==> src/ucpd_defines.svh <==
// --------------------
// UCPD register map offsets, bus widths,
// SR bit positions and timing constants
// --------------------
`ifndef UCPD_DEFINES_SVH
`define UCPD_DEFINES_SVH

// Bus geometry
`define UCPD_DW           32
`define UCPD_AW           6

// Word offsets (byte map divided by four)
`define UCPD_CFG1_OS      6'd0   // 0x00
`define UCPD_CR_OS        6'd3   // 0x0c
`define UCPD_IMR_OS       6'd4   // 0x10
`define UCPD_SR_OS        6'd5   // 0x14
`define UCPD_ICR_OS       6'd6   // 0x18

`define UCPD_SYNC_STAGES  2
`define UCPD_ACK_LAT      1      // Request edge to ack, in cycles

// --------------------
// SR bit positions
`define UCPD_SR_TXIS        0
`define UCPD_SR_TXMSGDISC   1
`define UCPD_SR_TXMSGSENT   2
`define UCPD_SR_TXMSGABT    3
`define UCPD_SR_HRSTDISC    4
`define UCPD_SR_HRSTSENT    5
`define UCPD_SR_TXUND       6
`define UCPD_SR_RXNE        8
`define UCPD_SR_RXORDDET    9
`define UCPD_SR_RXHRSTDET   10
`define UCPD_SR_RXOVR       11
`define UCPD_SR_RXMSGEND    12
`define UCPD_SR_RXERR       13
`define UCPD_SR_TYPECEVT1   14
`define UCPD_SR_TYPECEVT2   15
`define UCPD_SR_VSTATE_CC1  16     // Field LSB, 2 bits wide
`define UCPD_SR_VSTATE_CC2  18     // Field LSB, 2 bits wide

`define UCPD_SR_W1C_MASK    32'h0000_ff7f

`endif

==> src/ucpd_reg_pkg.sv <==
// --------------------
// Register map types: CFG1 and CR layouts,
// write strobes and the Wishbone request
// --------------------
`default_nettype none

`include "ucpd_defines.svh"

package ucpd_reg_pkg;

  // Configuration register 1
  typedef struct packed {
    logic       ucpden;        // 31
    logic [1:0] rsvd_30_29;
    logic [8:0] rx_ordset_en;  // 28:20
    logic [2:0] psc_usbpdclk;  // 19:17
    logic       rsvd_16;
    logic [4:0] transwin;      // 15:11
    logic [4:0] ifrgap;        // 10:6
    logic [5:0] hbitclkdiv;    // 5:0
  } cfg1_t;

  // Control register
  typedef struct packed {
    logic [9:0] rsvd_31_22;
    logic       cc2tcdis;      // 21
    logic       cc1tcdis;      // 20
    logic [7:0] rsvd_19_12;
    logic [1:0] ccenable;      // 11:10
    logic       anamode;       // 9
    logic [1:0] anasubmode;    // 8:7
    logic       phyccsel;      // 6
    logic       phyrxen;       // 5
    logic       rsvd_4;
    logic       txhrst;        // 3
    logic       txsend;        // 2
    logic [1:0] txmode;        // 1:0
  } cr_t;

  // Single-cycle write strobes from the bus slave
  typedef struct packed {
    logic                cfg1_we;
    logic                cr_we;
    logic                imr_we;
    logic                icr_we;
    logic [`UCPD_DW-1:0] wdata;
  } reg_wr_t;

  // Wishbone classic request, full-word accesses only
  typedef struct packed {
    logic                cyc;
    logic                stb;
    logic                we;
    logic [`UCPD_AW-1:0] adr;
    logic [`UCPD_DW-1:0] dat_w;
  } wb_req_t;

endpackage

`default_nettype wire

==> src/ucpd_phy_pkg.sv <==
// --------------------
// PHY side types: status vectors, comparators,
// voltage state, analog control and link config
// --------------------
`default_nettype none

package ucpd_phy_pkg;

  // Transmit status, same order as SR bits 6:0
  typedef struct packed {
    logic txund;
    logic hrstsent;
    logic hrstdisc;
    logic txmsgabt;
    logic txmsgsent;
    logic txmsgdisc;
    logic txis;
  } tx_status_t;

  // Receive status, same order as SR bits 13:8
  typedef struct packed {
    logic rxerr;
    logic rxmsgend;
    logic rxovr;
    logic rxhrstdet;
    logic rxorddet;
    logic rxne;
  } rx_status_t;

  // Thermometer coded comparator levels
  typedef struct packed {
    logic [2:0] cc2;
    logic [2:0] cc1;
  } cc_comp_t;

  typedef logic [1:0] vstate_t;

  typedef struct packed {
    logic [1:0] phy_en;
    logic       set_c500;
    logic       set_c1500;
    logic       set_c3000;
    logic       set_pd;
    logic       source_en;
    logic       phy_rx_en;
    logic       cc1_det_en;
    logic       cc2_det_en;
    logic       phy_cc1_com;
    logic       phy_cc2_com;
  } analog_ctrl_t;

  // Timing fields from CFG1 plus transmit requests from CR
  typedef struct packed {
    logic [8:0] rx_ordset_en;
    logic [2:0] psc_usbpdclk;
    logic [4:0] transwin;
    logic [4:0] ifrgap;
    logic [5:0] hbitclkdiv;
    logic [1:0] tx_mode;
    logic       transmit_en;
    logic       tx_hrst;
  } link_cfg_t;

endpackage

`default_nettype wire

==> src/ucpd_wb_slave.sv <==
// --------------------
// Wishbone classic slave with address decode,
// write strobes, one-cycle ack and read mux
// --------------------
`timescale 1ns/1ps
`default_nettype none

`include "ucpd_defines.svh"

module ucpd_wb_slave (
  input  logic                  pclk,
  input  logic                  presetn,
  input  ucpd_reg_pkg::wb_req_t wb_req,
  output logic                  wb_ack,
  output logic [`UCPD_DW-1:0]   wb_dat_r,
  output ucpd_reg_pkg::reg_wr_t reg_wr,
  input  logic [`UCPD_DW-1:0]   cfg1_rd,
  input  logic [`UCPD_DW-1:0]   cr_rd,
  input  logic [`UCPD_DW-1:0]   imr_rd,
  input  logic [`UCPD_DW-1:0]   sr_rd
);

  logic                req;     // New request on this edge
  logic                wr_acc;
  logic [`UCPD_DW-1:0] rd_mux;

  assign req    = wb_req.cyc & wb_req.stb & ~wb_ack;
  assign wr_acc = req & wb_req.we;

  // --------------------
  // Write strobes, committed on the ack edge
  always_comb
  begin
    reg_wr.cfg1_we = wr_acc && (wb_req.adr == `UCPD_CFG1_OS);
    reg_wr.cr_we   = wr_acc && (wb_req.adr == `UCPD_CR_OS);
    reg_wr.imr_we  = wr_acc && (wb_req.adr == `UCPD_IMR_OS);
    reg_wr.icr_we  = wr_acc && (wb_req.adr == `UCPD_ICR_OS);
    reg_wr.wdata   = wb_req.dat_w;
  end

  // Read mux, ICR and holes read as zero
  always_comb
  begin
    case (wb_req.adr)
      `UCPD_CFG1_OS: rd_mux = cfg1_rd;
      `UCPD_CR_OS:   rd_mux = cr_rd;
      `UCPD_IMR_OS:  rd_mux = imr_rd;
      `UCPD_SR_OS:   rd_mux = sr_rd;
      default:       rd_mux = '0;
    endcase
  end

  // --------------------
  // Ack for one cycle per request
  always_ff @(posedge pclk or negedge presetn)
  begin
    if (!presetn)
      wb_ack <= 1'b0;
    else
      wb_ack <= req;
  end

  always_ff @(posedge pclk)
  begin
    if (req && !wb_req.we)
      wb_dat_r <= rd_mux;  // Held until the next read
  end

endmodule

`default_nettype wire

==> src/ucpd_ctrl_regs.sv <==
// --------------------
// CFG1, CR and IMR storage with enable rules
// and the analog and link control decode
// --------------------
`timescale 1ns/1ps
`default_nettype none

`include "ucpd_defines.svh"

module ucpd_ctrl_regs (
  input  logic                       pclk,
  input  logic                       presetn,
  input  ucpd_reg_pkg::reg_wr_t      reg_wr,
  input  logic                       hrst_evt,
  input  logic                       txhrst_clr,
  input  logic                       txsend_clr,
  output logic [`UCPD_DW-1:0]        cfg1_rd,
  output logic [`UCPD_DW-1:0]        cr_rd,
  output logic [`UCPD_DW-1:0]        imr_rd,
  output logic                       ucpden,
  output ucpd_phy_pkg::analog_ctrl_t analog_ctrl,
  output ucpd_phy_pkg::link_cfg_t    link_cfg
);

  import ucpd_reg_pkg::*;

  cfg1_t               cfg1_q;
  cr_t                 cr_q;
  logic [`UCPD_DW-1:0] imr_q;

  assign ucpden = cfg1_q.ucpden;

  // --------------------
  // CFG1: bit 31 set only enables, else load the fields
  always_ff @(posedge pclk or negedge presetn)
  begin
    if (!presetn)
      cfg1_q <= '0;
    else if (hrst_evt)
      cfg1_q.ucpden <= 1'b0;       // Hard reset sent
    else if (reg_wr.cfg1_we)
    begin
      if (reg_wr.wdata[31])
        cfg1_q.ucpden <= 1'b1;
      else
        cfg1_q[30:0] <= reg_wr.wdata[30:0];
    end
  end

  // CR is held clear while the block is off
  always_ff @(posedge pclk or negedge presetn)
  begin
    if (!presetn)
      cr_q <= '0;
    else if (!cfg1_q.ucpden)
      cr_q <= '0;
    else if (reg_wr.cr_we)
      cr_q <= reg_wr.wdata;
    else if (txhrst_clr)
      cr_q.txhrst <= 1'b0;
    else if (txsend_clr)
      cr_q.txsend <= 1'b0;
  end

  always_ff @(posedge pclk or negedge presetn)
  begin
    if (!presetn)
      imr_q <= '0;
    else if (reg_wr.imr_we && cfg1_q.ucpden)
      imr_q <= reg_wr.wdata;
  end

  assign cfg1_rd = cfg1_q;
  assign cr_rd   = cr_q;
  assign imr_rd  = imr_q;

  // --------------------
  // Analog front end, all off while disabled
  always_comb
  begin
    analog_ctrl.phy_en      = cr_q.ccenable & {2{ucpden}};
    analog_ctrl.set_c500    = ucpden & (cr_q.anasubmode == 2'd1);
    analog_ctrl.set_c1500   = ucpden & (cr_q.anasubmode == 2'd2);
    analog_ctrl.set_c3000   = ucpden & (cr_q.anasubmode == 2'd3);
    analog_ctrl.set_pd      = ucpden & cr_q.anamode;    // Sink pull-down
    analog_ctrl.source_en   = ucpden & ~cr_q.anamode;
    analog_ctrl.phy_rx_en   = ucpden & cr_q.phyrxen;
    analog_ctrl.cc1_det_en  = ucpden & ~cr_q.cc1tcdis;
    analog_ctrl.cc2_det_en  = ucpden & ~cr_q.cc2tcdis;
    analog_ctrl.phy_cc1_com = ucpden & ~cr_q.phyccsel;
    analog_ctrl.phy_cc2_com = ucpden & cr_q.phyccsel;
  end

  always_comb
  begin
    link_cfg.rx_ordset_en = cfg1_q.rx_ordset_en;
    link_cfg.psc_usbpdclk = cfg1_q.psc_usbpdclk;
    link_cfg.transwin     = cfg1_q.transwin;
    link_cfg.ifrgap       = cfg1_q.ifrgap;
    link_cfg.hbitclkdiv   = cfg1_q.hbitclkdiv;
    link_cfg.tx_mode      = cr_q.txmode;
    link_cfg.transmit_en  = cr_q.txsend;
    link_cfg.tx_hrst      = cr_q.txhrst;
  end

endmodule

`default_nettype wire

==> src/ucpd_event_sync.sv <==
// --------------------
// Flop chain synchronizer with per-bit
// rising edge pulses, any packed payload
// --------------------
`timescale 1ns/1ps
`default_nettype none

`include "ucpd_defines.svh"

module ucpd_event_sync #(
  parameter type payload_t = logic [0:0]
) (
  input  logic     pclk,
  input  logic     presetn,
  input  payload_t async_in,
  output payload_t rise
);

  localparam int LAST = `UCPD_SYNC_STAGES - 1;

  payload_t [LAST:0] sync_q;  // Index LAST is the synced output
  payload_t          sync_d;  // One cycle behind the synced output

  always_ff @(posedge pclk or negedge presetn)
  begin
    if (!presetn)
    begin
      sync_q <= '0;
      sync_d <= '0;
    end
    else
    begin
      sync_q <= {sync_q[LAST-1:0], async_in};
      sync_d <= sync_q[LAST];
    end
  end

  assign rise = payload_t'(sync_q[LAST] & ~sync_d);

endmodule

`default_nettype wire

==> src/ucpd_cc_monitor.sv <==
// --------------------
// CC comparator sync, Type-C voltage state
// decode and change events
// --------------------
`timescale 1ns/1ps
`default_nettype none

module ucpd_cc_monitor (
  input  logic                   pclk,
  input  logic                   presetn,
  input  ucpd_phy_pkg::cc_comp_t cc_comp,
  input  logic                   source_en,
  output ucpd_phy_pkg::vstate_t  vstate_cc1,
  output ucpd_phy_pkg::vstate_t  vstate_cc2,
  output logic                   cc1_evt,
  output logic                   cc2_evt
);

  import ucpd_phy_pkg::*;

  cc_comp_t comp_s0;
  cc_comp_t comp_s1;
  vstate_t  prev_cc1;
  vstate_t  prev_cc2;

  // Source and sink use different thresholds
  function automatic vstate_t decode_level(input logic [2:0] code, input logic src);
    vstate_t lvl;
    if (src)
      case (code)
        3'b001:  lvl = 2'd0;
        3'b011:  lvl = 2'd1;
        3'b111:  lvl = 2'd2;
        default: lvl = 2'd3;
      endcase
    else
      case (code)
        3'b001:  lvl = 2'd1;
        3'b011:  lvl = 2'd2;
        3'b111:  lvl = 2'd3;
        default: lvl = 2'd0;  // Also covers 000
      endcase
    return lvl;
  endfunction

  always_ff @(posedge pclk or negedge presetn)
  begin
    if (!presetn)
    begin
      comp_s0    <= '0;
      comp_s1    <= '0;
      vstate_cc1 <= '0;
      vstate_cc2 <= '0;
      prev_cc1   <= '0;
      prev_cc2   <= '0;
    end
    else
    begin
      comp_s0    <= cc_comp;
      comp_s1    <= comp_s0;
      vstate_cc1 <= decode_level(comp_s1.cc1, source_en);
      vstate_cc2 <= decode_level(comp_s1.cc2, source_en);
      prev_cc1   <= vstate_cc1;
      prev_cc2   <= vstate_cc2;
    end
  end

  // High for the one cycle before prev catches up
  assign cc1_evt = (vstate_cc1 != prev_cc1);
  assign cc2_evt = (vstate_cc2 != prev_cc2);

endmodule

`default_nettype wire

==> src/ucpd_status_reg.sv <==
// --------------------
// SR flags with ICR clear, vstate fields
// and the masked interrupt
// --------------------
`timescale 1ns/1ps
`default_nettype none

`include "ucpd_defines.svh"

module ucpd_status_reg (
  input  logic                     pclk,
  input  logic                     presetn,
  input  ucpd_phy_pkg::tx_status_t tx_rise,
  input  ucpd_phy_pkg::rx_status_t rx_rise,
  input  ucpd_phy_pkg::vstate_t    vstate_cc1,
  input  ucpd_phy_pkg::vstate_t    vstate_cc2,
  input  logic                     cc1_evt,
  input  logic                     cc2_evt,
  input  logic                     icr_we,
  input  logic [`UCPD_DW-1:0]      wdata,
  input  logic [`UCPD_DW-1:0]      imr,
  output logic [`UCPD_DW-1:0]      sr_rd,
  output logic                     ucpd_intr
);

  logic [`UCPD_DW-1:0] set_vec;  // Event pulses in SR layout
  logic [`UCPD_DW-1:0] clr_vec;
  logic [`UCPD_DW-1:0] vst_vec;
  logic [`UCPD_DW-1:0] sr_q;

  // --------------------
  always_comb
  begin
    set_vec = '0;
    set_vec[`UCPD_SR_TXIS +: $bits(tx_rise)] = tx_rise;
    set_vec[`UCPD_SR_RXNE +: $bits(rx_rise)] = rx_rise;
    set_vec[`UCPD_SR_TYPECEVT1]              = cc1_evt;
    set_vec[`UCPD_SR_TYPECEVT2]              = cc2_evt;
  end

  always_comb
  begin
    vst_vec = '0;
    vst_vec[`UCPD_SR_VSTATE_CC1 +: 2] = vstate_cc1;
    vst_vec[`UCPD_SR_VSTATE_CC2 +: 2] = vstate_cc2;
  end

  // Write one to clear, flag bits only
  assign clr_vec = icr_we ? (wdata & `UCPD_SR_W1C_MASK) : '0;

  // Clear wins over a same-cycle set
  always_ff @(posedge pclk or negedge presetn)
  begin
    if (!presetn)
      sr_q <= '0;
    else
      sr_q <= (((sr_q | set_vec) & ~clr_vec) & `UCPD_SR_W1C_MASK) | vst_vec;
  end

  assign sr_rd     = sr_q;
  assign ucpd_intr = |(sr_q & imr);

endmodule

`default_nettype wire

==> src/ucpd_top.sv <==
// --------------------
// UCPD register block top level
// --------------------
`timescale 1ns/1ps
`default_nettype none

`include "ucpd_defines.svh"

module ucpd_top (
  input  logic                       pclk,
  input  logic                       presetn,
  input  ucpd_reg_pkg::wb_req_t      wb_req,
  output logic                       wb_ack,
  output logic [`UCPD_DW-1:0]        wb_dat_r,
  input  ucpd_phy_pkg::tx_status_t   tx_status,
  input  ucpd_phy_pkg::rx_status_t   rx_status,
  input  ucpd_phy_pkg::cc_comp_t     cc_comp,
  input  logic                       txhrst_clr,
  input  logic                       txsend_clr,
  output ucpd_phy_pkg::analog_ctrl_t analog_ctrl,
  output ucpd_phy_pkg::link_cfg_t    link_cfg,
  output logic                       ucpd_intr
);

  import ucpd_reg_pkg::*;
  import ucpd_phy_pkg::*;

  reg_wr_t             reg_wr;
  logic [`UCPD_DW-1:0] cfg1_rd;
  logic [`UCPD_DW-1:0] cr_rd;
  logic [`UCPD_DW-1:0] imr_rd;
  logic [`UCPD_DW-1:0] sr_rd;
  logic                ucpden;
  tx_status_t          tx_rise;
  rx_status_t          rx_rise;
  vstate_t             vstate_cc1;
  vstate_t             vstate_cc2;
  logic                cc1_evt;
  logic                cc2_evt;

  ucpd_wb_slave u_wb_slave (
    .pclk     (pclk),
    .presetn  (presetn),
    .wb_req   (wb_req),
    .wb_ack   (wb_ack),
    .wb_dat_r (wb_dat_r),
    .reg_wr   (reg_wr),
    .cfg1_rd  (cfg1_rd),
    .cr_rd    (cr_rd),
    .imr_rd   (imr_rd),
    .sr_rd    (sr_rd)
  );

  ucpd_ctrl_regs u_ctrl_regs (
    .pclk        (pclk),
    .presetn     (presetn),
    .reg_wr      (reg_wr),
    .hrst_evt    (tx_rise.hrstsent),  // Hard reset sent disables the block
    .txhrst_clr  (txhrst_clr),
    .txsend_clr  (txsend_clr),
    .cfg1_rd     (cfg1_rd),
    .cr_rd       (cr_rd),
    .imr_rd      (imr_rd),
    .ucpden      (ucpden),
    .analog_ctrl (analog_ctrl),
    .link_cfg    (link_cfg)
  );

  ucpd_event_sync #(.payload_t(tx_status_t)) u_tx_sync (
    .pclk     (pclk),
    .presetn  (presetn),
    .async_in (tx_status),
    .rise     (tx_rise)
  );

  ucpd_event_sync #(.payload_t(rx_status_t)) u_rx_sync (
    .pclk     (pclk),
    .presetn  (presetn),
    .async_in (rx_status),
    .rise     (rx_rise)
  );

  ucpd_cc_monitor u_cc_monitor (
    .pclk       (pclk),
    .presetn    (presetn),
    .cc_comp    (cc_comp),
    .source_en  (analog_ctrl.source_en),
    .vstate_cc1 (vstate_cc1),
    .vstate_cc2 (vstate_cc2),
    .cc1_evt    (cc1_evt),
    .cc2_evt    (cc2_evt)
  );

  ucpd_status_reg u_status_reg (
    .pclk       (pclk),
    .presetn    (presetn),
    .tx_rise    (tx_rise),
    .rx_rise    (rx_rise),
    .vstate_cc1 (vstate_cc1),
    .vstate_cc2 (vstate_cc2),
    .cc1_evt    (cc1_evt),
    .cc2_evt    (cc2_evt),
    .icr_we     (reg_wr.icr_we),
    .wdata      (reg_wr.wdata),
    .imr        (imr_rd),
    .sr_rd      (sr_rd),
    .ucpd_intr  (ucpd_intr)
  );

endmodule

`default_nettype wire

==> config.mk <==
export PLATFORM = sky130hd
export DESIGN_NAME = ucpd_top
export DESIGN_NICKNAME = d
export VERILOG_FILES = /design/src/ucpd_reg_pkg.sv /design/src/ucpd_phy_pkg.sv /design/src/ucpd_wb_slave.sv /design/src/ucpd_ctrl_regs.sv /design/src/ucpd_event_sync.sv /design/src/ucpd_cc_monitor.sv /design/src/ucpd_status_reg.sv /design/src/ucpd_top.sv
export VERILOG_INCLUDE_DIRS = /design/src
export SDC_FILE = /design/constraint.sdc
export NUM_CORES = 1
export LEC_CHECK = 0
export BUFFER_PORTS_ARGS = -buffer_cell sky130_fd_sc_hd__buf_2
export CAP_MARGIN = 20
export CORE_UTILIZATION = 30
export DETAILED_ROUTE_END_ITERATION = 6
export PLACE_DENSITY = 0.51
export SYNTH_ARGS = -nofsm -noshare
export SYNTH_HDL_FRONTEND = slang
export SYNTH_HIERARCHICAL = 1
export SYNTH_SLANG_ARGS = --single-unit
==> constraint.sdc <==
create_clock -name pclk -period 3.2 [get_ports pclk]
set_input_delay 0.64 -clock pclk [delete_from_list [all_inputs] [get_ports pclk]]
set_output_delay 0.64 -clock pclk [all_outputs]
set_load 0.02 [all_outputs]
==> impl_metrics.xml, run 1 <==
<?xml version="1.0" encoding="UTF-8"?>
<metrics>
  <group name="setup_path">
    <metric name="kind_of_cell_with_the_highest_combined_delay_on_the_critical_path" unit="">simple AND/OR/NAND/NOR gates</metric>
    <metric name="regToRegEndpoint" unit="">u_ctrl_regs/cfg1_rd[21]$_DFFE_PN0P_</metric>
    <metric name="worstRegToRegCells" unit="">6</metric>
    <metric name="worst_r2r_startpoint" unit="">u_wb_slave/wb_ack$_DFF_PN0_</metric>
    <metric name="startpoint_type" unit="">flop</metric>
    <metric name="timing.critical_path.to_type" unit="">output port</metric>
    <metric name="timing.critical_path.fanout_max" unit="">3</metric>
    <metric name="r2r_slack" unit="ns">1.07</metric>
    <metric name="cell_chain_of_the_critical_path" unit="">a22oi_1 &gt; nand4_1 &gt; nor3_1 &gt; nand2_1 &gt; buf_2</metric>
    <metric name="critPathArrivalTime" unit="ns">1.86</metric>
    <metric name="cpMaxStageDelayCell" unit="">sky130_fd_sc_hd__dfrtp_1</metric>
    <metric name="worst_ep_required_time" unit="ns">2.56</metric>
    <metric name="path_class" unit="">reg2out</metric>
    <metric name="cpPeakStageDelay" unit="ns">0.39</metric>
    <metric name="cp.buffers_inverters" unit="">1</metric>
  </group>
  <group name="min_path">
    <metric name="hold_class" unit="">in2async</metric>
  </group>
  <group name="global_route">
    <metric name="grt_first_pass_wirelength" unit="mm">32.8</metric>
    <metric name="first_global_vias" unit="">5501</metric>
    <metric name="grt_start_max_net_pins" unit="">73</metric>
    <metric name="number_of_antenna_violations_at_the_first_check_in_global_routing" unit="">4</metric>
    <metric name="global_route.usage.total" unit="%">14.1</metric>
    <metric name="grt_overflow_total" unit="">0</metric>
  </group>
  <group name="final_layout">
    <metric name="final_core_utilization" unit="%">35.7</metric>
    <metric name="instances_no_fill" unit="">1144</metric>
    <metric name="area_delta_synth_final" unit="%">16.3</metric>
    <metric name="stdcell_area" unit="um^2">10300</metric>
    <metric name="drive_above_1_share" unit="%">36.8</metric>
    <metric name="mostFrequentLayoutCell" unit="">sky130_fd_sc_hd__dfrtp_1</metric>
    <metric name="n_fill_cell" unit="">2840</metric>
    <metric name="finish.net_count" unit="">803</metric>
    <metric name="layout_common_cells" unit="">sky130_fd_sc_hd__dfrtp_1, sky130_fd_sc_hd__buf_2, sky130_fd_sc_hd__mux2i_1</metric>
  </group>
  <group name="clock_network">
    <metric name="tritoncts" unit="">yes</metric>
    <metric name="worst_setup_hold_path_clk_slew" unit="ns">0.06</metric>
    <metric name="clock_sinks" unit="">207</metric>
    <metric name="cts-resized-gates" unit="">0</metric>
    <metric name="cts.repair_timing.setup_buffer_count" unit="">0</metric>
    <metric name="cts.path.max_buffers" unit="">3</metric>
    <metric name="clock_latency" unit="ns">0.52</metric>
    <metric name="holdBufCountCts" unit="">0</metric>
    <metric name="tritoncts.num_buffers" unit="">25</metric>
    <metric name="htree_levels" unit="">1</metric>
    <metric name="cts.root.buffer_cell" unit="">sky130_fd_sc_hd__clkbuf_16</metric>
  </group>
  <group name="routing">
    <metric name="finalWirelength" unit="mm">21.2</metric>
    <metric name="ant_nets" unit="">0</metric>
    <metric name="avgViaCountPerCell" unit="">4.55</metric>
    <metric name="drt-initial-drc-count" unit="">237</metric>
    <metric name="routedWlPerCell" unit="um">18.6</metric>
    <metric name="route.vias.total" unit="">5202</metric>
    <metric name="detail_route.drc_violations" unit="">0</metric>
    <metric name="drtPass1Iterations" unit="">5</metric>
  </group>
  <group name="pwr">
    <metric name="clockPowerShare" unit="%">47.5</metric>
    <metric name="power.leakage" unit="nW">4.70</metric>
    <metric name="pwr-share-seq" unit="%">47.8</metric>
    <metric name="pwr-share-comb" unit="%">4.7</metric>
    <metric name="power_density" unit="nW/um^2">559</metric>
    <metric name="switching_share_of_power" unit="%">22.2</metric>
    <metric name="p_sw" unit="W">0.00128</metric>
    <metric name="peakVddDrop" unit="uV">368</metric>
    <metric name="cell_internal_pwr" unit="W">0.00450</metric>
  </group>
  <group name="sta">
    <metric name="tns" unit="ns">0</metric>
    <metric name="timing.final.crit_period" unit="ns">2.50</metric>
    <metric name="slew-limit-headroom" unit="%">30.2</metric>
    <metric name="drv_slew" unit="">0</metric>
    <metric name="worst_hold_slack" unit="ns">0.139</metric>
    <metric name="final_report_setup_violation_count" unit="">0</metric>
    <metric name="post-route-period-util" unit="%">78.0</metric>
    <metric name="clock_skew" unit="ns">0.0116</metric>
    <metric name="achievable-frequency" unit="GHz">0.401</metric>
    <metric name="unrepaired_setup_endpoints_after_global_routing" unit="">false</metric>
    <metric name="tightestPinTransition" unit="ns">1.04</metric>
    <metric name="finalHoldViolations" unit="">0</metric>
  </group>
  <group name="placed_design">
    <metric name="placement.io_buffers" unit="">141</metric>
    <metric name="numPlacedInstances" unit="">1096</metric>
    <metric name="post_dp_cell_area" unit="um^2">9530</metric>
    <metric name="finalWeightedCongestion" unit="">0.711</metric>
    <metric name="dp_hpwl" unit="mm">13.9</metric>
  </group>
  <group name="synthesis">
    <metric name="synth_cells" unit="">653</metric>
    <metric name="synth_sequential_area_ratio" unit="%">60.1</metric>
    <metric name="synth.cell_area" unit="um^2">8890</metric>
    <metric name="synth_cell_types" unit="">37</metric>
    <metric name="synth-edff-count" unit="">32</metric>
    <metric name="ys_seq_elements" unit="">207</metric>
    <metric name="ys.warnings.count" unit="">6</metric>
    <metric name="syn_avg_cell_area" unit="um^2">13.6</metric>
    <metric name="async_reset_ff_share" unit="%">84.5</metric>
    <metric name="synth_ff_type" unit="">sky130_fd_sc_hd__dfrtp_1</metric>
  </group>
  <group name="die">
    <metric name="die_area" unit="um^2">30300</metric>
    <metric name="floorplan.core_area" unit="um^2">28900</metric>
    <metric name="std_cell_rows" unit="">62</metric>
    <metric name="chipHeight" unit="um">174</metric>
    <metric name="initial_core_utilization" unit="%">30.7</metric>
    <metric name="chipWidth" unit="um">174</metric>
    <metric name="design.portCount" unit="">142</metric>
  </group>
  <group name="run_status">
    <metric name="run_status" unit="">complete, no violations</metric>
  </group>
  <group name="job">
    <metric name="cap_violations" unit="">0</metric>
  </group>
</metrics>
==> power by group through the flow <==
stage	clock network, W	logic (W)	registers [W]
2_1_floorplan	0	0.000169	0.00281
3_3_place_gp	0	0.000278	0.00281
3_5_place_dp	0	0.000278	0.00281
4_1_cts	0.00283	0.000279	0.00276
5_1_grt	0.00294	0.000298	0.00277
6_report	0.00275	0.000269	0.00276
==> registers in the layout, summed over array words and instances, names as in the netlist, 6 cells and up <==
name / cells
u_cc_monitor/comp_s0: 6
u_cc_monitor/comp_s1: 6
u_ctrl_regs/cfg1_rd: 31
u_ctrl_regs/cr_rd: 32
u_ctrl_regs/imr_rd: 32
u_rx_sync/sync_d: 6
u_rx_sync/sync_q: 12
u_status_reg/sr_rd: 19
u_tx_sync/sync_d: 7
u_tx_sync/sync_q: 14
u_wb_slave/wb_dat_r: 32
==> synthesized netlist by cell type (8+ instances only) <==
cell                       instances  area (um^2)
sky130_fd_sc_hd__a21oi_1          18         90.1
sky130_fd_sc_hd__a22oi_1          40          300
sky130_fd_sc_hd__buf_2            13         65.1
sky130_fd_sc_hd__buf_4            85          638
sky130_fd_sc_hd__buf_6             8         90.1
sky130_fd_sc_hd__dfrtp_1         175         4380
sky130_fd_sc_hd__edfxtp_1         32          961
sky130_fd_sc_hd__mux2_2           59          664
sky130_fd_sc_hd__mux2i_1          62          621
sky130_fd_sc_hd__nand2_1          11         41.3
sky130_fd_sc_hd__nor2_1           18         67.6
sky130_fd_sc_hd__nor2b_1          36          225
sky130_fd_sc_hd__nor2b_4          13          179
sky130_fd_sc_hd__o22ai_1          32          200
sky130_fd_sc_hd__xnor2_1           8         70.1
==> worst register-to-register path, stage by stage (launching register included) <==
cell	delay, ns
sky130_fd_sc_hd__dfrtp_1	0.37
sky130_fd_sc_hd__and3b_1	0.25
sky130_fd_sc_hd__nand2_1	0.18
sky130_fd_sc_hd__nor4_1	0.29
sky130_fd_sc_hd__nor3b_4	0.30
sky130_fd_sc_hd__buf_12	0.25
sky130_fd_sc_hd__mux2_2	0.38
==> area by class of cell <==
class,instances,area [um^2],share of cell area [%]
flip-flops and latches,207,5340,51.7
multi-input cells,343,2790,27.0
repair buffers,160,907,8.78
clock buffers,41,746,7.22
well taps,384,480,4.65
clock inverters,5,57.6,0.557
inverters,2,7.51,0.0726
diodes,2,5.00,0.0484
==> metrics by stage <==
stage,setup slack [ns],power [W]
2_1_floorplan,0.482,0.00298
3_3_place_gp,0.606,0.00309
3_5_place_dp,0.558,0.00309
4_1_cts,0.647,0.00587
5_1_grt,0.598,0.00600
6_report,0.704,0.00578
==> cell families after synthesis <==
| kind of cell | after synthesis | synth area share [%] |
|---|---|---|
| XOR/XNOR | 8 | 0.789 |
| buffers and inverters | 115 | 9.32 |
| other | 1 | 0.0422 |
| multiplexers | 125 | 15.0 |
| AND/OR/NAND/NOR | 102 | 7.66 |
| AO/OA/AOI/OAI | 95 | 7.12 |
| flip-flops | 207 | 60.1 |
==> how the worst max path moves through the flow <==
stage	startpoint	endpoint	depth (start not counted)
after detailed placement	wb_req[37]	u_ctrl_regs/cr_rd[3]$_DFFE_PN0P_	9
after global placement	wb_req[37]	u_ctrl_regs/cr_rd[3]$_DFFE_PN0P_	9
after global routing	u_ctrl_regs/imr_rd[12]$_DFFE_PN0P_	ucpd_intr	5
after CTS	u_ctrl_regs/imr_rd[10]$_DFFE_PN0P_	ucpd_intr	5
final	u_ctrl_regs/imr_rd[12]$_DFFE_PN0P_	ucpd_intr	5
after floorplan	wb_req[39]	u_wb_slave/wb_dat_r[0]$_DFFE_PP_	2
==> routing by layer <==
metal  wire, um  global-route usage (%)  vias to the layer above
li1           -                       -                     2405
met2      10100                    23.3                      128
met4        371                    3.03                        2
met3       1140                    3.24                       27
met5         12                       0                        -
met1       9630                    18.7                     2640
No activity file was read; power rests on OpenSTA's default activity.
==> inputs of run 2 (changes only) <==
clock period = 2.5 ns   (was 3.2 ns; I/O delays follow)
==> run 2 against run 1 <==
Against the previous run:
- setup slack lost 0.54 ns
- via count unchanged
- first-iteration DRC count up 36%
- clock-buffer cell count decreased by 4
- sequential share of layout area fell by 0.28 points
- total power rose by 28%
- global-route usage up 0.22 points
- non-clock buffer count rose by 2
- die area unchanged
- critical path depth unchanged
- final cell count unchanged
- largest cell class unchanged
==> impl_metrics.xml, run 2 (synthesized netlist as in run 1, its figures left out) <==
<?xml version="1.0" encoding="UTF-8"?>
<metrics>
  <group name="min_path">
    <metric name="timing.hold.worst_path_depth" unit="">1</metric>
    <metric name="hold_path_end" unit="">u_rx_sync/sync_q[2]$_DFF_PN0_</metric>
    <metric name="hold_class" unit="">in2reg</metric>
    <metric name="holdCritStartpoint" unit="">rx_status[2]</metric>
  </group>
  <group name="die">
    <metric name="chipHeight" unit="um">174</metric>
    <metric name="initial_core_utilization" unit="%">30.7</metric>
    <metric name="die_area" unit="um^2">30300</metric>
    <metric name="floorplan.core_area" unit="um^2">28900</metric>
    <metric name="std_cell_rows" unit="">62</metric>
    <metric name="chipWidth" unit="um">174</metric>
    <metric name="design.portCount" unit="">142</metric>
  </group>
  <group name="sta">
    <metric name="achievable-frequency" unit="GHz">0.427</metric>
    <metric name="final_report_setup_violation_count" unit="">0</metric>
    <metric name="drv_slew" unit="">0</metric>
    <metric name="unrepaired_setup_endpoints_after_global_routing" unit="">false</metric>
    <metric name="clock_skew" unit="ns">0.0136</metric>
    <metric name="finalHoldViolations" unit="">0</metric>
    <metric name="slew-limit-headroom" unit="%">39.1</metric>
    <metric name="tns" unit="ns">0</metric>
    <metric name="post-route-period-util" unit="%">93.6</metric>
    <metric name="timing.final.crit_period" unit="ns">2.34</metric>
    <metric name="tightestPinTransition" unit="ns">0.913</metric>
    <metric name="post-route-worst-setup-slack" unit="ns">0.161</metric>
  </group>
  <group name="setup_path">
    <metric name="r2r_slack" unit="ns">0.25</metric>
    <metric name="timing.critical_path.fanout_max" unit="">3</metric>
    <metric name="cp.buffers_inverters" unit="">1</metric>
    <metric name="startpoint_type" unit="">flop</metric>
    <metric name="critPathArrivalTime" unit="ns">1.84</metric>
    <metric name="worst_r2r_startpoint" unit="">u_wb_slave/wb_ack$_DFF_PN0_</metric>
    <metric name="timing.critical_path.to_type" unit="">output port</metric>
    <metric name="cpPeakStageDelay" unit="ns">0.40</metric>
    <metric name="worst_ep_required_time" unit="ns">2.00</metric>
    <metric name="kind_of_cell_with_the_highest_combined_delay_on_the_critical_path" unit="">simple AND/OR/NAND/NOR gates</metric>
    <metric name="cell_chain_of_the_critical_path" unit="">a22oi_2 &gt; nand4_1 &gt; nor3_1 &gt; nand2_1 &gt; buf_2</metric>
    <metric name="regToRegEndpoint" unit="">u_ctrl_regs/cfg1_rd[30]$_DFFE_PN0P_</metric>
    <metric name="path_class" unit="">reg2out</metric>
    <metric name="cpMaxStageDelayCell" unit="">sky130_fd_sc_hd__dfrtp_1</metric>
    <metric name="worstRegToRegCells" unit="">6</metric>
  </group>
  <group name="final_layout">
    <metric name="mostFrequentLayoutCell" unit="">sky130_fd_sc_hd__dfrtp_1</metric>
    <metric name="final_core_utilization" unit="%">35.9</metric>
    <metric name="drive_above_1_share" unit="%">37.4</metric>
    <metric name="layout_common_cells" unit="">sky130_fd_sc_hd__dfrtp_1, sky130_fd_sc_hd__buf_2, sky130_fd_sc_hd__mux2i_1</metric>
    <metric name="antenna_cells" unit="">0</metric>
    <metric name="area_delta_synth_final" unit="%">16.9</metric>
    <metric name="finish.net_count" unit="">805</metric>
    <metric name="n_fill_cell" unit="">2834</metric>
  </group>
  <group name="run_status">
    <metric name="run_status" unit="">complete, no violations</metric>
  </group>
  <group name="placed_design">
    <metric name="finalWeightedCongestion" unit="">0.718</metric>
    <metric name="dp_hpwl" unit="mm">13.6</metric>
    <metric name="pre_cts_ws" unit="ns">0.0405</metric>
    <metric name="placement.io_buffers" unit="">141</metric>
  </group>
  <group name="pwr">
    <metric name="peakVddDrop" unit="uV">533</metric>
    <metric name="power.leakage" unit="nW">4.73</metric>
    <metric name="power_density" unit="nW/um^2">710</metric>
    <metric name="report.power.total" unit="W">0.00738</metric>
  </group>
  <group name="clock_network">
    <metric name="cts.root.buffer_cell" unit="">sky130_fd_sc_hd__clkbuf_16</metric>
    <metric name="tritoncts" unit="">yes</metric>
    <metric name="clock_latency" unit="ns">0.52</metric>
    <metric name="cts.path.max_buffers" unit="">3</metric>
    <metric name="worst_setup_hold_path_clk_slew" unit="ns">0.06</metric>
    <metric name="tritoncts.num_buffers" unit="">25</metric>
    <metric name="htree_levels" unit="">1</metric>
    <metric name="clock_sinks" unit="">207</metric>
  </group>
  <group name="global_route">
    <metric name="first_global_vias" unit="">5249</metric>
    <metric name="grt_most_used_layer" unit="">met2</metric>
    <metric name="global_route.usage.total" unit="%">14.3</metric>
    <metric name="grt_first_pass_wirelength" unit="mm">33.0</metric>
    <metric name="grtUsageMet2" unit="%">23.2</metric>
    <metric name="groute.layer.met1.usage" unit="%">19.7</metric>
    <metric name="number_of_antenna_violations_at_the_first_check_in_global_routing" unit="">1</metric>
    <metric name="grt_start_max_net_pins" unit="">66</metric>
    <metric name="grtUsageMet3" unit="%">2.60</metric>
    <metric name="grt_overflow_total" unit="">0</metric>
  </group>
  <group name="routing">
    <metric name="route.vias.total" unit="">5202</metric>
    <metric name="drt-initial-drc-count" unit="">322</metric>
    <metric name="drtPass1Iterations" unit="">4</metric>
    <metric name="routedWlPerCell" unit="um">18.7</metric>
    <metric name="ant_nets" unit="">0</metric>
    <metric name="detail_route.drc_violations" unit="">0</metric>
    <metric name="finalWirelength" unit="mm">21.4</metric>
    <metric name="avgViaCountPerCell" unit="">4.55</metric>
  </group>
  <group name="job">
    <metric name="cap_violations" unit="">0</metric>
  </group>
</metrics>
[run 2: worst max path at each step]
stage                                       start                                  end  cells after the start
6_report       u_ctrl_regs/imr_rd[12]$_DFFE_PN0P_                            ucpd_intr                      5
5_1_grt        u_ctrl_regs/imr_rd[12]$_DFFE_PN0P_                            ucpd_intr                      5
2_1_floorplan                          wb_req[37]  u_ctrl_regs/cfg1_rd[10]$_DFFE_PN0P_                      7
3_3_place_gp                           wb_req[37]  u_ctrl_regs/cfg1_rd[13]$_DFFE_PN0P_                      7
4_1_cts          u_status_reg/sr_rd[10]$_DFF_PN0_                            ucpd_intr                      5
3_5_place_dp                           wb_req[37]  u_ctrl_regs/cfg1_rd[14]$_DFFE_PN0P_                      7
[run 2: layout make-up]
cell class | count | area, um^2 | area share [%]
Sequential cell | 207 | 5340 | 51.4
Multi-Input combinational cell | 343 | 2800 | 26.9
Timing Repair Buffer | 162 | 962 | 9.26
Clock buffer | 37 | 721 | 6.94
Tap cell | 384 | 480 | 4.62
Clock inverter | 9 | 78.8 | 0.759
Inverter | 2 | 7.51 | 0.0723
[run 2: per-stage QoR]
step | hold WS, ns | instance area, um^2 | std cells
after floorplan | 0.204 | 8930 | 665
after global placement | 0.332 | 9570 | 1097
after detailed placement | 0.335 | 9570 | 1097
after CTS | 0.0587 | 10400 | 1144
after global routing | 0.0626 | 10400 | 1144
final | 0.0819 | 10400 | 1144
[run 2: power by group]
part / leakage (nW) / switching (W) / internal, W
clock: 0.398 / 0.00139 / 0.00210
combinational: 1.76 / 0.000218 / 0.000133
sequential: 2.56 / 0.0000427 / 0.00349
[run 2: routing by layer]
layer | part of all wire [%] | vias up | wire (um)
met5 | 0.061 | - | 13
met4 | 2.0 | 2 | 436
met3 | 4.3 | 33 | 913
met2 | 48 | 131 | 10300
met1 | 45 | 2624 | 9720
li1 | - | 2412 | -
[run 2: what timing repair did]
| item | CTS | global route |
|---|---|---|
| hold endpoints to repair | 18 | 0 |
| setup endpoints to repair | 0 | 1 |
| hold buffers | 1 | 0 |
| gates resized for setup | 0 | 2 |
| buffers inserted | 0 | 0 |
==> inputs of run 3 (changes only) <==
CELL_PAD_IN_SITES_DETAIL_PLACEMENT = 0   (was unset)
CELL_PAD_IN_SITES_GLOBAL_PLACEMENT = 2   (was unset)
CORE_MARGIN = 2   (was unset)
CORE_UTILIZATION = 31   (was 30)
PLACE_DENSITY = 0.69   (was 0.51)
==> run 3 against run 2 <==
Against the previous run:
- setup slack gained 0.045 ns
- clock-buffer cell count decreased by 5
- critical endpoint unchanged
- routed wire length increased by 2.0%
- core utilization is 1.5 points higher
- final cell count hardly changed
- design area is 0.82% higher
- global-route usage up 0.23 points
- sequential share of layout area is 0.39 points lower
- die area shrank 0.92%
==> impl_metrics.xml, run 3 (synthesized netlist as in run 1, its figures left out) <==
<?xml version="1.0" encoding="UTF-8"?>
<metrics>
  <group name="run_status">
    <metric name="run_status" unit="">complete, no violations</metric>
  </group>
  <group name="pwr">
    <metric name="peakVddDrop" unit="uV">577</metric>
    <metric name="switching_share_of_power" unit="%">22.0</metric>
    <metric name="power.leakage" unit="nW">4.76</metric>
    <metric name="pwr-share-comb" unit="%">4.7</metric>
    <metric name="cell_internal_pwr" unit="W">0.00593</metric>
    <metric name="pwr-share-seq" unit="%">46.5</metric>
    <metric name="power_density" unit="nW/um^2">726</metric>
    <metric name="clockPowerShare" unit="%">48.9</metric>
    <metric name="p_sw" unit="W">0.00168</metric>
  </group>
  <group name="sta">
    <metric name="timing.final.crit_period" unit="ns">2.29</metric>
    <metric name="worst_hold_slack" unit="ns">0.0857</metric>
    <metric name="tns" unit="ns">0</metric>
    <metric name="post-route-period-util" unit="%">91.8</metric>
    <metric name="drv_slew" unit="">0</metric>
    <metric name="unrepaired_setup_endpoints_after_global_routing" unit="">false</metric>
    <metric name="final_report_setup_violation_count" unit="">0</metric>
    <metric name="tightestPinTransition" unit="ns">0.900</metric>
    <metric name="achievable-frequency" unit="GHz">0.436</metric>
    <metric name="finalHoldViolations" unit="">0</metric>
    <metric name="post-route-worst-setup-slack" unit="ns">0.205</metric>
    <metric name="slew-limit-headroom" unit="%">40.0</metric>
    <metric name="clock_skew" unit="ns">0.00901</metric>
  </group>
  <group name="clock_network">
    <metric name="tritoncts.num_buffers" unit="">26</metric>
    <metric name="clock_latency" unit="ns">0.52</metric>
    <metric name="clock_sinks" unit="">207</metric>
    <metric name="htree_levels" unit="">1</metric>
    <metric name="cts.repair_timing.setup_buffer_count" unit="">0</metric>
    <metric name="tritoncts" unit="">yes</metric>
    <metric name="worst_setup_hold_path_clk_slew" unit="ns">0.06</metric>
    <metric name="cts.path.max_buffers" unit="">3</metric>
    <metric name="cts.root.buffer_cell" unit="">sky130_fd_sc_hd__clkbuf_16</metric>
  </group>
  <group name="global_route">
    <metric name="number_of_antenna_violations_at_the_first_check_in_global_routing" unit="">4</metric>
    <metric name="grt_overflow_total" unit="">0</metric>
    <metric name="grt_first_pass_wirelength" unit="mm">33.8</metric>
    <metric name="grt_start_max_net_pins" unit="">50</metric>
    <metric name="first_global_vias" unit="">5388</metric>
    <metric name="global_route.usage.total" unit="%">14.5</metric>
  </group>
  <group name="setup_path">
    <metric name="timing.critical_path.fanout_max" unit="">3</metric>
    <metric name="cp.buffers_inverters" unit="">1</metric>
    <metric name="startpoint_type" unit="">flop</metric>
    <metric name="cpMaxStageDelayCell" unit="">sky130_fd_sc_hd__dfrtp_1</metric>
    <metric name="path_class" unit="">reg2out</metric>
    <metric name="kind_of_cell_with_the_highest_combined_delay_on_the_critical_path" unit="">simple AND/OR/NAND/NOR gates</metric>
    <metric name="worst_ep_required_time" unit="ns">2.00</metric>
    <metric name="timing.critical_path.to_type" unit="">output port</metric>
    <metric name="cell_chain_of_the_critical_path" unit="">a22oi_2 &gt; nand4_1 &gt; nor3_1 &gt; nand2_1 &gt; buf_2</metric>
    <metric name="critPathArrivalTime" unit="ns">1.79</metric>
    <metric name="cpPeakStageDelay" unit="ns">0.39</metric>
  </group>
  <group name="die">
    <metric name="floorplan.core_area" unit="um^2">28000</metric>
    <metric name="std_cell_rows" unit="">61</metric>
    <metric name="chipWidth" unit="um">173</metric>
    <metric name="die_area" unit="um^2">30000</metric>
    <metric name="chipHeight" unit="um">173</metric>
    <metric name="design.portCount" unit="">142</metric>
    <metric name="initial_core_utilization" unit="%">31.7</metric>
  </group>
  <group name="routing">
    <metric name="routedWlPerCell" unit="um">19.1</metric>
    <metric name="route.vias.total" unit="">5234</metric>
    <metric name="ant_nets" unit="">0</metric>
    <metric name="avgViaCountPerCell" unit="">4.58</metric>
    <metric name="detail_route.drc_violations" unit="">0</metric>
    <metric name="finalWirelength" unit="mm">21.8</metric>
    <metric name="drt-initial-drc-count" unit="">206</metric>
    <metric name="detail_route.wirelength.met1" unit="mm">10.0</metric>
    <metric name="detail_route_met3_wl" unit="mm">1.31</metric>
    <metric name="met2WireLength" unit="mm">9.98</metric>
    <metric name="drtPass1Iterations" unit="">6</metric>
    <metric name="route.top_layer_used" unit="">met5</metric>
  </group>
  <group name="final_layout">
    <metric name="layout_common_cells" unit="">sky130_fd_sc_hd__dfrtp_1, sky130_fd_sc_hd__buf_2, sky130_fd_sc_hd__mux2i_1</metric>
    <metric name="final_core_utilization" unit="%">37.4</metric>
    <metric name="stdcell_area" unit="um^2">10500</metric>
    <metric name="area_delta_synth_final" unit="%">17.9</metric>
    <metric name="finish.net_count" unit="">807</metric>
    <metric name="drive_above_1_share" unit="%">37.4</metric>
    <metric name="mostFrequentLayoutCell" unit="">sky130_fd_sc_hd__dfrtp_1</metric>
  </group>
  <group name="job">
    <metric name="cap_violations" unit="">0</metric>
  </group>
  <group name="placed_design">
    <metric name="finalWeightedCongestion" unit="">0.691</metric>
    <metric name="post_dp_cell_area" unit="um^2">9590</metric>
    <metric name="dp_hpwl" unit="mm">13.8</metric>
    <metric name="pre_cts_ws" unit="ns">0.0652</metric>
    <metric name="placement.io_buffers" unit="">141</metric>
  </group>
  <group name="min_path">
    <metric name="hold_class" unit="">in2reg</metric>
  </group>
</metrics>
-- run 3: final cells by class --
type                    instances  area [um^2]
diodes                          2         5.00
clock buffers                  32          704
clock inverters                16          155
fillers                      2754        17500
inverters                       2         7.51
multi-input cells             343         2790
flip-flops and latches        207         5340
well taps                     378          473
repair buffers                163          992
-- run 3: through the flow --
step	power, W	std cells
final	0.00761	1143
after global routing	0.00790	1142
after CTS	0.00773	1141
after detailed placement	0.00396	1092
after global placement	0.00396	1092
after floorplan	0.00381	665
-- run 3: routing by layer --
layer  up-vias  global-route usage, %
li1       2413                      -
met1      2623                   19.7
met2       162                   23.5
met3        34                   3.44
met4         2                   3.60
met5         -                      0
-- run 3: worst reg2reg max path, stage by stage (launching register included) --
cell and delay (ns):
sky130_fd_sc_hd__dfrtp_1 0.36, sky130_fd_sc_hd__and3b_1 0.26, sky130_fd_sc_hd__nand2_1 0.18, sky130_fd_sc_hd__nor4_1 0.31
sky130_fd_sc_hd__nor3b_4 0.36, sky130_fd_sc_hd__buf_12 0.21, sky130_fd_sc_hd__mux2_2 0.35
-- run 3: repair_timing --
action | in CTS | in global routing
hold endpoints to repair | 44 | 0
setup endpoints to repair | 0 | 3
hold buffers | 1 | 0
resized for setup | 0 | 2
-- run 3: final timing paths --
path | startpoint | endpoint | slack [ns] | cells after the start
max in group asynchronous | presetn | u_ctrl_regs/ucpden$_DFFE_PN0P_ | 1.34 | 3
max reg2reg | u_wb_slave/wb_ack$_DFF_PN0_ | u_ctrl_regs/cfg1_rd[23]$_DFFE_PN0P_ | 0.37 | 6
min | rx_status[3] | u_rx_sync/sync_q[3]$_DFF_PN0_ | 0.09 | 1
max | u_ctrl_regs/imr_rd[12]$_DFFE_PN0P_ | ucpd_intr | 0.21 | 5
min reg2reg | u_tx_sync/sync_q[4]$_DFF_PN0_ | u_tx_sync/sync_q[11]$_DFF_PN0_ | 0.34 | 0
min in group asynchronous | presetn | u_rx_sync/sync_q[0]$_DFF_PN0_ | 0.49 | 2
-- run 3: power groups by stage --
stage                     Combinational (W)  Clock (W)  Sequential (W)
after detailed placement           0.000364          0         0.00360
final                              0.000356    0.00372         0.00354
after global placement             0.000364          0         0.00360
after floorplan                    0.000217          0         0.00360
after CTS                          0.000366    0.00383         0.00354
after global routing               0.000393    0.00396         0.00354
